[src/logic/wb_pkg.sv]
package wb_pkg;

    localparam int REG_ADDR_W = 5;
    localparam int INST_W     = 32;

    // stall vector bits: fetch, decode, execute, memory, writeback
    localparam int STAGE_N    = 5;

    localparam logic [6:0] OPC_LOAD   = 7'b0000011;
    localparam logic [6:0] OPC_SYSTEM = 7'b1110011;

    // load size codes
    localparam logic [2:0] F3_LB  = 3'b000;
    localparam logic [2:0] F3_LH  = 3'b001;
    localparam logic [2:0] F3_LW  = 3'b010;
    localparam logic [2:0] F3_LBU = 3'b100;
    localparam logic [2:0] F3_LHU = 3'b101;

    localparam logic [INST_W-1:0] EBREAK_WORD = {12'h001, 13'h0, OPC_SYSTEM};

    // instruction word, seen whole or as i-type fields
    typedef union packed {
        logic [INST_W-1:0] raw;
        struct packed {
            logic [11:0]           imm;
            logic [REG_ADDR_W-1:0] rs1;
            logic [2:0]            funct3;
            logic [REG_ADDR_W-1:0] rd;
            logic [6:0]            opcode;
        } itype;
    } inst_u;

endpackage

[src/logic/mem_access.sv]
module mem_access
    import wb_pkg::*;
#(
    parameter int XLEN = 32
) (
    input  logic                  clk,
    input  logic                  rst_i,
    input  logic [STAGE_N-1:0]    stall_vec,
    input  logic                  ex_valid_i,
    input  logic [XLEN-1:0]       ex_pc_i,
    input  logic [INST_W-1:0]     ex_inst_i,
    input  logic [XLEN-1:0]       ex_result_i,
    input  logic [REG_ADDR_W-1:0] ex_rd_addr_i,
    input  logic                  ex_rd_ena_i,
    input  logic [31:0]           dmem_rdata_i,
    input  logic                  dmem_ack_i,
    output logic                  dmem_req_o,
    output logic [XLEN-1:0]       dmem_addr_o,
    output logic                  mem_busy_o,
    output logic [XLEN-1:0]       mem_pc_o,
    output logic [INST_W-1:0]     mem_inst_o,
    output logic [XLEN-1:0]       mem_rd_data_o,
    output logic [REG_ADDR_W-1:0] mem_rd_addr_o,
    output logic                  mem_rd_ena_o
);

    localparam logic [1:0] ST_IDLE  = 2'd0;
    localparam logic [1:0] ST_REQ   = 2'd1;
    localparam logic [1:0] ST_ACKLO = 2'd2;

    logic [1:0]            state;
    logic                  mem_valid;
    logic                  load_done;
    logic [XLEN-1:0]       mem_pc;
    inst_u                 mem_inst;
    logic [XLEN-1:0]       mem_result;
    logic [REG_ADDR_W-1:0] mem_rd_addr;
    logic                  mem_rd_ena;
    logic [31:0]           ld_word;
    logic [31:0]           ld_shift;
    logic [XLEN-1:0]       ld_val;
    logic                  advance;
    logic                  is_load;
    logic                  ack_low_seen;
    logic                  present;

    assign advance      = ~stall_vec[3];
    assign is_load      = mem_inst.itype.opcode == OPC_LOAD;
    assign ack_low_seen = (state == ST_ACKLO) && !dmem_ack_i;
    // busy from capture until the cycle ack is seen low again
    assign mem_busy_o   = mem_valid && is_load && !load_done && !ack_low_seen;
    assign present      = mem_valid && !mem_busy_o && advance;

    always_ff @(posedge clk) begin
        if (rst_i) begin
            mem_valid <= 1'b0;
        end else if (advance) begin
            mem_valid <= ex_valid_i;
        end
    end

    always_ff @(posedge clk) begin
        if (advance) begin
            mem_pc      <= ex_pc_i;
            mem_inst    <= ex_inst_i;
            mem_result  <= ex_result_i;
            mem_rd_addr <= ex_rd_addr_i;
            mem_rd_ena  <= ex_rd_ena_i;
        end
    end

    // handshake finished while the stage is held, don't ask again
    always_ff @(posedge clk) begin
        if (rst_i || advance) begin
            load_done <= 1'b0;
        end else if (ack_low_seen) begin
            load_done <= 1'b1;
        end
    end

    always_ff @(posedge clk) begin
        if (rst_i) begin
            state <= ST_IDLE;
        end else begin
            case (state)
                ST_IDLE: begin
                    if (mem_valid && is_load && !load_done && !dmem_ack_i) begin
                        state <= ST_REQ;
                    end
                end
                ST_REQ: begin
                    if (dmem_ack_i) begin
                        state <= ST_ACKLO;
                    end
                end
                default: begin
                    if (!dmem_ack_i) begin
                        state <= ST_IDLE;
                    end
                end
            endcase
        end
    end

    always_ff @(posedge clk) begin
        if (state == ST_REQ && dmem_ack_i) begin
            ld_word <= dmem_rdata_i;
        end
    end

    assign dmem_req_o  = state == ST_REQ;
    assign dmem_addr_o = {mem_result[XLEN-1:2], 2'b00};

    // byte lane picked by the low address bits
    assign ld_shift = ld_word >> {mem_result[1:0], 3'b000};

    always_comb begin
        case (mem_inst.itype.funct3)
            F3_LB:   ld_val = XLEN'($signed(ld_shift[7:0]));
            F3_LBU:  ld_val = XLEN'(ld_shift[7:0]);
            F3_LH:   ld_val = XLEN'($signed(ld_shift[15:0]));
            F3_LHU:  ld_val = XLEN'(ld_shift[15:0]);
            default: ld_val = XLEN'($signed(ld_word));
        endcase
    end

    // bubble downstream while busy or held
    assign mem_pc_o      = present ? mem_pc : '0;
    assign mem_inst_o    = present ? mem_inst.raw : '0;
    assign mem_rd_data_o = is_load ? ld_val : mem_result;
    assign mem_rd_addr_o = mem_rd_addr;
    assign mem_rd_ena_o  = present && mem_rd_ena;

endmodule

[src/logic/stall_ctrl.sv]
module stall_ctrl
    import wb_pkg::*;
(
    input  logic               clk,
    input  logic               rst_i,
    input  logic               mem_busy_i,
    input  logic               halt_i,
    output logic [STAGE_N-1:0] stall_vec_o
);

    logic halt_q;

    // halt registered so all stages see it on the same edge
    always_ff @(posedge clk) begin
        if (rst_i) begin
            halt_q <= 1'b0;
        end else begin
            halt_q <= halt_i;
        end
    end

    always_comb begin
        if (halt_q) begin
            // freeze everything, writeback flushes
            stall_vec_o = '1;
        end else if (mem_busy_i) begin
            // front stages wait, writeback takes a bubble
            stall_vec_o = {1'b0, {(STAGE_N-1){1'b1}}};
        end else begin
            stall_vec_o = '0;
        end
    end

endmodule

[src/logic/mem_wb.sv]
module mem_wb
    import wb_pkg::*;
#(
    parameter int XLEN = 32
) (
    input  logic                  clk,
    input  logic                  rst_i,
    input  logic [STAGE_N-1:0]    stall_vec_i,
    input  logic [XLEN-1:0]       mem_pc_i,
    input  logic [INST_W-1:0]     mem_inst_i,
    input  logic [XLEN-1:0]       mem_rd_data_i,
    input  logic [REG_ADDR_W-1:0] mem_rd_addr_i,
    input  logic                  mem_rd_ena_i,
    output logic [XLEN-1:0]       wb_pc_o,
    output logic [INST_W-1:0]     wb_inst_o,
    output logic [XLEN-1:0]       wb_rd_data_o,
    output logic [REG_ADDR_W-1:0] wb_rd_addr_o,
    output logic                  wb_rd_ena_o
);

    logic wb_hold;
    logic wb_flush;

    assign wb_hold  = stall_vec_i[STAGE_N-1];
    // full freeze clears the entry after it has been written once
    assign wb_flush = &stall_vec_i;

    always_ff @(posedge clk) begin
        if (rst_i || wb_flush) begin
            wb_rd_ena_o <= 1'b0;
            wb_inst_o   <= '0;
        end else if (!wb_hold) begin
            wb_rd_ena_o <= mem_rd_ena_i;
            wb_inst_o   <= mem_inst_i;
        end
    end

    always_ff @(posedge clk) begin
        if (!wb_hold) begin
            wb_pc_o      <= mem_pc_i;
            wb_rd_data_o <= mem_rd_data_i;
            wb_rd_addr_o <= mem_rd_addr_i;
        end
    end

endmodule

[src/logic/regfile.sv]
module regfile
    import wb_pkg::*;
#(
    parameter int XLEN = 32
) (
    input  logic                  clk,
    input  logic                  rst_i,
    input  logic                  we_i,
    input  logic [REG_ADDR_W-1:0] waddr_i,
    input  logic [XLEN-1:0]       wdata_i,
    input  logic [REG_ADDR_W-1:0] raddr_i,
    output logic [XLEN-1:0]       rdata_o,
    output logic [XLEN-1:0]       a0_o
);

    localparam int                    REG_N   = 1 << REG_ADDR_W;
    localparam logic [REG_ADDR_W-1:0] A0_ADDR = REG_ADDR_W'(10);

    logic [XLEN-1:0] regs [REG_N];
    logic            wr_live;

    // x0 never written
    assign wr_live = we_i && (waddr_i != '0);

    always_ff @(posedge clk) begin
        if (rst_i) begin
            for (int i = 0; i < REG_N; i++) begin
                regs[i] <= '0;
            end
        end else if (wr_live) begin
            regs[waddr_i] <= wdata_i;
        end
    end

    // write-first bypass on both read paths
    always_comb begin
        if (raddr_i == '0) begin
            rdata_o = '0;
        end else if (wr_live && waddr_i == raddr_i) begin
            rdata_o = wdata_i;
        end else begin
            rdata_o = regs[raddr_i];
        end
    end

    assign a0_o = (wr_live && waddr_i == A0_ADDR) ? wdata_i : regs[A0_ADDR];

endmodule

[src/logic/commit_monitor.sv]
module commit_monitor
    import wb_pkg::*;
#(
    parameter int XLEN = 32
) (
    input  logic              clk,
    input  logic              rst_i,
    input  logic [XLEN-1:0]   wb_pc_i,
    input  logic [INST_W-1:0] wb_inst_i,
    input  logic [XLEN-1:0]   a0_i,
    output logic              commit_valid_o,
    output logic [XLEN-1:0]   commit_pc_o,
    output logic              trap_o,
    output logic [XLEN-1:0]   trap_code_o
);

    inst_u wb_word;
    logic  is_ebreak;

    assign wb_word.raw = wb_inst_i;
    assign is_ebreak   = wb_word.raw == EBREAK_WORD;

    // zero word is a bubble, anything else retired
    always_ff @(posedge clk) begin
        if (rst_i) begin
            commit_valid_o <= 1'b0;
            trap_o         <= 1'b0;
            trap_code_o    <= '0;
        end else begin
            commit_valid_o <= wb_word.raw != '0;
            trap_o         <= is_ebreak;
            // exit code lives in a0
            trap_code_o    <= is_ebreak ? a0_i : '0;
        end
    end

    always_ff @(posedge clk) begin
        commit_pc_o <= wb_pc_i;
    end

endmodule

[src/logic/wb_tail_top.sv]
module wb_tail_top
    import wb_pkg::*;
#(
    parameter int XLEN = 32
) (
    input  logic                  clk,
    input  logic                  rst_i,
    input  logic                  ex_valid_i,
    input  logic [XLEN-1:0]       ex_pc_i,
    input  logic [INST_W-1:0]     ex_inst_i,
    input  logic [XLEN-1:0]       ex_result_i,
    input  logic [REG_ADDR_W-1:0] ex_rd_addr_i,
    input  logic                  ex_rd_ena_i,
    output logic                  ex_stall_o,
    output logic                  dmem_req_o,
    output logic [XLEN-1:0]       dmem_addr_o,
    input  logic [31:0]           dmem_rdata_i,
    input  logic                  dmem_ack_i,
    input  logic                  halt_i,
    input  logic [REG_ADDR_W-1:0] rf_raddr_i,
    output logic [XLEN-1:0]       rf_rdata_o,
    output logic                  commit_valid_o,
    output logic [XLEN-1:0]       commit_pc_o,
    output logic                  trap_o,
    output logic [XLEN-1:0]       trap_code_o
);

    logic [STAGE_N-1:0]    stall_vec;
    logic                  mem_busy;
    logic [XLEN-1:0]       mem_pc;
    logic [INST_W-1:0]     mem_inst;
    logic [XLEN-1:0]       mem_rd_data;
    logic [REG_ADDR_W-1:0] mem_rd_addr;
    logic                  mem_rd_ena;
    logic [XLEN-1:0]       wb_pc;
    logic [INST_W-1:0]     wb_inst;
    logic [XLEN-1:0]       wb_rd_data;
    logic [REG_ADDR_W-1:0] wb_rd_addr;
    logic                  wb_rd_ena;
    logic [XLEN-1:0]       a0_value;

    // execute stage bit
    assign ex_stall_o = stall_vec[2];

    mem_access #(.XLEN(XLEN)) u_mem_access (
        .clk           (clk),
        .rst_i         (rst_i),
        .stall_vec     (stall_vec),
        .ex_valid_i    (ex_valid_i),
        .ex_pc_i       (ex_pc_i),
        .ex_inst_i     (ex_inst_i),
        .ex_result_i   (ex_result_i),
        .ex_rd_addr_i  (ex_rd_addr_i),
        .ex_rd_ena_i   (ex_rd_ena_i),
        .dmem_rdata_i  (dmem_rdata_i),
        .dmem_ack_i    (dmem_ack_i),
        .dmem_req_o    (dmem_req_o),
        .dmem_addr_o   (dmem_addr_o),
        .mem_busy_o    (mem_busy),
        .mem_pc_o      (mem_pc),
        .mem_inst_o    (mem_inst),
        .mem_rd_data_o (mem_rd_data),
        .mem_rd_addr_o (mem_rd_addr),
        .mem_rd_ena_o  (mem_rd_ena)
    );

    stall_ctrl u_stall_ctrl (
        .clk         (clk),
        .rst_i       (rst_i),
        .mem_busy_i  (mem_busy),
        .halt_i      (halt_i),
        .stall_vec_o (stall_vec)
    );

    mem_wb #(.XLEN(XLEN)) u_mem_wb (
        .clk           (clk),
        .rst_i         (rst_i),
        .stall_vec_i   (stall_vec),
        .mem_pc_i      (mem_pc),
        .mem_inst_i    (mem_inst),
        .mem_rd_data_i (mem_rd_data),
        .mem_rd_addr_i (mem_rd_addr),
        .mem_rd_ena_i  (mem_rd_ena),
        .wb_pc_o       (wb_pc),
        .wb_inst_o     (wb_inst),
        .wb_rd_data_o  (wb_rd_data),
        .wb_rd_addr_o  (wb_rd_addr),
        .wb_rd_ena_o   (wb_rd_ena)
    );

    regfile #(.XLEN(XLEN)) u_regfile (
        .clk     (clk),
        .rst_i   (rst_i),
        .we_i    (wb_rd_ena),
        .waddr_i (wb_rd_addr),
        .wdata_i (wb_rd_data),
        .raddr_i (rf_raddr_i),
        .rdata_o (rf_rdata_o),
        .a0_o    (a0_value)
    );

    commit_monitor #(.XLEN(XLEN)) u_commit_monitor (
        .clk            (clk),
        .rst_i          (rst_i),
        .wb_pc_i        (wb_pc),
        .wb_inst_i      (wb_inst),
        .a0_i           (a0_value),
        .commit_valid_o (commit_valid_o),
        .commit_pc_o    (commit_pc_o),
        .trap_o         (trap_o),
        .trap_code_o    (trap_code_o)
    );

endmodule

[config.mk]
export PLATFORM = sky130hd
export DESIGN_NAME = wb_tail_top
export DESIGN_NICKNAME = d
export VERILOG_FILES = /design/src/logic/wb_pkg.sv /design/src/logic/mem_access.sv /design/src/logic/stall_ctrl.sv /design/src/logic/mem_wb.sv /design/src/logic/regfile.sv /design/src/logic/commit_monitor.sv /design/src/logic/wb_tail_top.sv
export SDC_FILE = /design/constraint.sdc
export NUM_CORES = 2
export LEC_CHECK = 0
export BUFFER_PORTS_ARGS = -buffer_cell sky130_fd_sc_hd__buf_2
export CORE_MARGIN = 2
export CORE_UTILIZATION = 55
export CTS_BUF_LIST = sky130_fd_sc_hd__clkbuf_16
export DETAILED_ROUTE_END_ITERATION = 12
export GPL_TIMING_DRIVEN = 1
export MAX_ROUTING_LAYER = met4
export PLACE_DENSITY_LB_ADDON = 0.05
export SLEW_MARGIN = 5
export SYNTH_ARGS = -nofsm -noshare
export SYNTH_HDL_FRONTEND = slang
export SYNTH_SLANG_ARGS = --single-unit
[constraint.sdc]
create_clock -name clk -period 8.29 [get_ports clk]
set_input_delay 1.2435 -clock clk [delete_from_list [all_inputs] [get_ports clk]]
set_output_delay 1.2435 -clock clk [all_outputs]
set_load 0.005 [all_outputs]
## Yosys cells after proc, flatten, opt, wreduce, memory -nomap -nowiden

Memories as Yosys holds them, arrays and structs flattened. A register that Yosys moved wholly into a read port is not among the register bits.
Cells that the tools add are included.

| word-level totals | value |
|---|---|
| memory bits (read-only) | 0 |
| memories | 1 |
| RAM bits | 1024 |
| bits in registers | 275 |
| bits of input ports | 144 |
| output and inout port bits | 132 |
| word-level logic and storage cells | 78 |
| latch bits | 0 |

| operators by class | value |
|---|---|
| reductions and logical operators | 26 |
| $add $sub $neg | 0 |
| bitwise operators | 2 |
| equal/unequal tests | 11 |
| multiply operators | 0 |
| div/mod/pow operators | 0 |
| multiplexer cells | 19 |
| shift-type cells | 1 |
| $lt $le $gt $ge | 0 |

Memory list:

| name | words | bits a word | rd ports | clocked after Yosys merged registers in | write ports | line | RTL |
|---|---|---|---|---|---|---|---|
| u_regfile.regs | 32 | 32 | 2 | 1 | 32 | regfile.sv:19 | `logic [XLEN-1:0] regs [REG_N];` |

Operators with widths:

| kind | number |
|---|---|
| 32-bit two-way mux | 5 |
| 32-bit one-hot mux with 4 select lines | 1 |
| 32-bit by 21-bit == test with 1-bit output, second input constant | 1 |
| 32-bit nonzero test | 1 |
| 32-bit OR reduction | 1 |
| 32-bit by 5-bit right shift with 16-bit output | 1 |
| 1-bit logical AND | 11 |
| 5-bit two-way mux | 2 |
| 7-bit by 2-bit == test with 1-bit output, second input constant | 1 |
| 3-bit == test, second input constant | 2 |
| 1-bit two-way mux | 6 |
| 2-bit two-way mux | 3 |
| 5-bit == test | 1 |
| 5-bit logical NOT | 1 |
| 5-bit AND reduction | 1 |
| 5-bit nonzero test | 1 |
| 1-bit logical NOT | 4 |
| 4-bit two-way mux | 1 |
| 2-bit by 1-bit != test with 1-bit output, second input constant | 2 |
| 2-bit one-hot mux with 2 select lines | 1 |
| 3-bit by 1-bit == test with 1-bit output, second input constant | 1 |
| 3-bit logical NOT | 1 |
| 3-bit by 2-bit != test with 1-bit output, second input constant | 1 |
| 3-bit AND reduction | 1 |
| 6 further kinds | 8 |

## Logic depth before layout (Yosys ltp)

| depth | value |
|---|---|
| depth after elaboration | 9 |
| gate-level depth with buffers | 9 |
| gate-level depth less buffers | 5 |

## Cells and area by module

From an unflattened synthesis, not the netlist that was laid out.

| second synthesis, totals | value |
|---|---|
| cells, all modules | 3909 |
| area, all modules | 59250.6 µm² |

Modules (own cells, without submodules):

| module | area each (µm²) | instances | cells each |
|---|---|---|---|
| regfile | 47464.3 | 1 | 3133 |
| mem_access | 6063.3 | 1 | 427 |
| mem_wb | 3648.5 | 1 | 186 |
| commit_monitor | 2011.9 | 1 | 156 |
| stall_ctrl | 62.6 | 1 | 7 |

## Worst setup path before layout

OpenSTA, ideal clock, no wires.

| timing path | value |
|---|---|
| kind | in2out |
| start | in dmem_ack_i |
| end | out ex_stall_o |
| data arrival time | 6.908 ns |
| stages | 4 |
| path slack | 0.138 ns |
| cell sequence | nor2_1 -> a21oi_1 -> a31oi_1 -> inv_1 |

| on the way | value |
|---|---|
| cells in the longest elaborated chain, start to end | 6 |

RTL lines:

| what | line | RTL |
|---|---|---|
| start, declared | wb_tail_top.sv:18 | `input logic dmem_ack_i,` |
| 1-bit logical NOT | mem_access.sv:49 | `assign ack_low_seen = (state == ST_ACKLO) && !dmem_ack_i;` |
| 1-bit logical AND | mem_access.sv:49 |  |
| 1-bit logical NOT | mem_access.sv:51 | `assign mem_busy_o = mem_valid && is_load && !load_done && !ack_low_seen;` |
| 1-bit logical AND | mem_access.sv:51 |  |
| 4-bit two-way mux | stall_ctrl.sv:26 | `end else if (mem_busy_i) begin` |
| 5-bit two-way mux | stall_ctrl.sv:23 | `if (halt_q) begin` |
| end, declared | wb_tail_top.sv:14 | `output logic ex_stall_o,` |

Every way passes these cells.

## Worst setup path after layout

| timing path | value |
|---|---|
| start | in rf_raddr_i[2] |
| end | out rf_rdata_o[31] |

| on the way | value |
|---|---|
| cells in the longest elaborated chain, start to end | 4 |
| elaborated cells on any way between the ends | 6 |
| those cells by class | eq/ne: 1; mux: 2; reduce/logical: 2; memory: 1 |

RTL lines:

| what | line | RTL |
|---|---|---|
| start, declared | wb_tail_top.sv:20 | `input logic [REG_ADDR_W-1:0] rf_raddr_i,` |
| branches (longest 3 deep; another with memory read 32 x 32 bit) | -- |  |
| 32-bit two-way mux * | regfile.sv:37 | `if (raddr_i == '0) begin` |
| end, declared | wb_tail_top.sv:21 | `output logic [XLEN-1:0] rf_rdata_o,` |

Mark *: on every way between the ends.

==> reports/metrics.yaml <==
outcome: "completed"
fp.dieH_um: 325.6
hold_buffers: 0
slowest_delay_ps: 730
path_class: "in2out"
htree_num_levels: 4
cts_root_buf: "clkbuf_16"
final_nets: 4002
critPathArrivalTime_ps: 4420
layout_setup_ws_ps: 2623
cp-start-kind: "input pin"
p_per_area_mw_per_mm2: 232.3
cp_slowest_cell: "buf_4"
cts_max_path_buffers: 3
clock-skew-final_ps: 28.68
rows: 117
wl_mm: 156.6
clock_latency_ps: 750
drive_gt1_share_pct: 21.92
io_buffers: 273
drc_errors: 0
hpwl_mm: 94.68
tns_ps: 0
synth_area_leaders: "edfxtp_1 (65%), and2_1 (11%), mux4_2 (10%)"
grt_pass1_wl_mm: 228.3
layout_common_cells: "edfxtp_1 (1227), and2_1 (996), buf_2 (270), mux4_2 (256), clkbuf_16 (146)"
first_global_vias: 33481
core-area_mm2: 0.1022
power.leakage_nw: 23.97
clock_sinks: 1331
grt_overflow: 0
routabilityCongestion: 0.9285
synth_ff_type: "edfxtp_1"
syn_area_per_cell_um2: 15.44
async_flop_share_pct: 0
final-max-slew-violation-count: 0
cp_common_cell: "buf_4"
yosysTopAreaCellShare_pct: 64.79
firstDrtPassIters: 6
routedWlPerCell_um: 29.27
postCtsSetupRepairBufs: 0
antenna_left: 0
min_path_type: "reg2reg"
period_minus_slack_ps: 5667
io-pin-count: 276
setup_violations: 0
synth.largest_area_cell: "edfxtp_1"
ctsResizeCount: 0
syn_to_final_growth_pct: 12.10
synth_seq_cells: 1331
clk_transition_reported_paths_ps: 60
ir_drop_uv: 184.4
vias_per_cell: 6.063
grt_max_degree: 69
path_cells: "clkbuf_8, buf_4, xnor2_1, nand4_1, o21bai_2, buf_4, o22ai_1, nor2_1, buf_2"
cts_tree: "built"
dp.cells: 5082
syn-instance-count: 3684
hold_viol: 0
reg2reg_slack_ps: 4230
fin_crit_sh_pct: 68.36
track_usage_pct: 30.77
cpLargestDelayFamily: "buffers and inverters"
start_util_pct: 55.65
syn_area_mm2: 0.05687
grt_antenna_before_repair: 11
die-area_mm2: 0.1060
drt_iter0_drc: 3660
pre_cts_ws_ps: 2743
cts_buffers: 142
yosysSeqAreaShare_pct: 68.45
ys.warnings.count: 0
cp.required_ps: 7050
synth-edff-count: 1227
synth.distinct_cells: 51
rsz0062_at_grt: "false"
die_w_um: 325.6
layout_commonest_cell: "edfxtp_1"
worstPathMaxFanout: 66
worstMarginPinSlew_ps: 1284
cap_violations: 0
critPathBufInv: 4
route.vias.total: 32447
maxSlewHeadroom_pct: 14.41
finalNonFillerCells: 5352
fmax_mhz: 176.5
end_kind: "output pin"
==> state kept, by name (all words and copies together), names as in the netlist, 2 cells and up <==
register,flops
u_mem_access.mem_rd_addr_o,5
u_mem_wb.wb_rd_addr_o,5
u_commit_monitor.commit_pc_o,32
u_mem_wb.wb_rd_data_o,32
u_commit_monitor.trap_code_o,32
u_mem_access.ld_word,32
u_mem_wb.wb_pc_o,32
u_regfile.regs,1024
u_mem_access.mem_inst,32
u_mem_access.mem_pc,32
u_mem_access.mem_result,32
u_mem_access.state,2
u_mem_wb.wb_inst_o,32
==> worst paths after layout <==
kind         cells after the start            startpoint                          endpoint
max                              9         rf_raddr_i[2]                    rf_rdata_o[31]
max reg2reg                      4  u_mem_wb.wb_rd_ena_o            u_regfile.regs[12][22]
min reg2reg                      0  u_mem_wb.wb_pc_o[31]  u_commit_monitor.commit_pc_o[31]
min                              0  u_mem_wb.wb_pc_o[31]  u_commit_monitor.commit_pc_o[31]
==> where the power goes <==
part,leakage [nW],internal [mW],switching (mW),total (mW)
clock network,2.34,3.45,2.62,6.07
registers,13.3,7.60,0.112,7.72
logic,8.37,0.352,0.670,1.02
==> cell families after synthesis <==
kind of cell	share of synthesized area, %
AND/OR/NAND/NOR	13.85
flip-flops	68.45
buffers and inverters	3.175
multiplexers	12.02
AO/OA/AOI/OAI	2.411
XOR/XNOR	0.07700
other	0.006594
==> cell usage after synthesis (19+ instances only) <==
| master | instances |
|---|---|
| a21oi_1 | 43 |
| a31oi_1 | 19 |
| and2_1 | 996 |
| buf_2 | 57 |
| buf_4 | 54 |
| clkbuf_1 | 242 |
| dfxtp_1 | 104 |
| edfxtp_1 | 1227 |
| inv_1 | 38 |
| mux2i_1 | 107 |
| mux4_2 | 256 |
| nand2_1 | 100 |
| nor2_1 | 139 |
| nor3_1 | 34 |
| o21ai_0 | 45 |
| o22ai_1 | 98 |
| or2_2 | 32 |
==> cell type report <==
| class | count | area, um^2 |
|---|---|---|
| antenna | 5 | 12.51 |
| clock buffer | 146 | 3654 |
| clock inverter | 119 | 808.3 |
| fill | 7554 | 38430 |
| inverter | 38 | 143.9 |
| multi-input combinational | 1985 | 16400 |
| sequential | 1331 | 38930 |
| tap | 1368 | 1712 |
| timing repair buffer | 360 | 2085 |
==> layer usage <==
layer	GRT usage, %	wire (um)	vias up
met3	5.621	13500	286
met1	40.79	62400	16692
met4	10.81	5664	0
met2	48.28	75070	1716
met5	-	0	-
li1	-	-	13753
==> metrics by stage <==
stage	instance area, um^2	hold slack [ps]	utilization, %	power [mW]
global route	63740	341.4	62.38	15.22
global placement	59270	326.8	58.01	8.849
detailed placement	59270	327.9	58.01	8.873
CTS	63730	341.9	62.37	14.87
floorplan	56990	323.3	-	8.399
finish	63750	335.5	62.39	14.81
No activity file was read; power rests on OpenSTA's default activity.
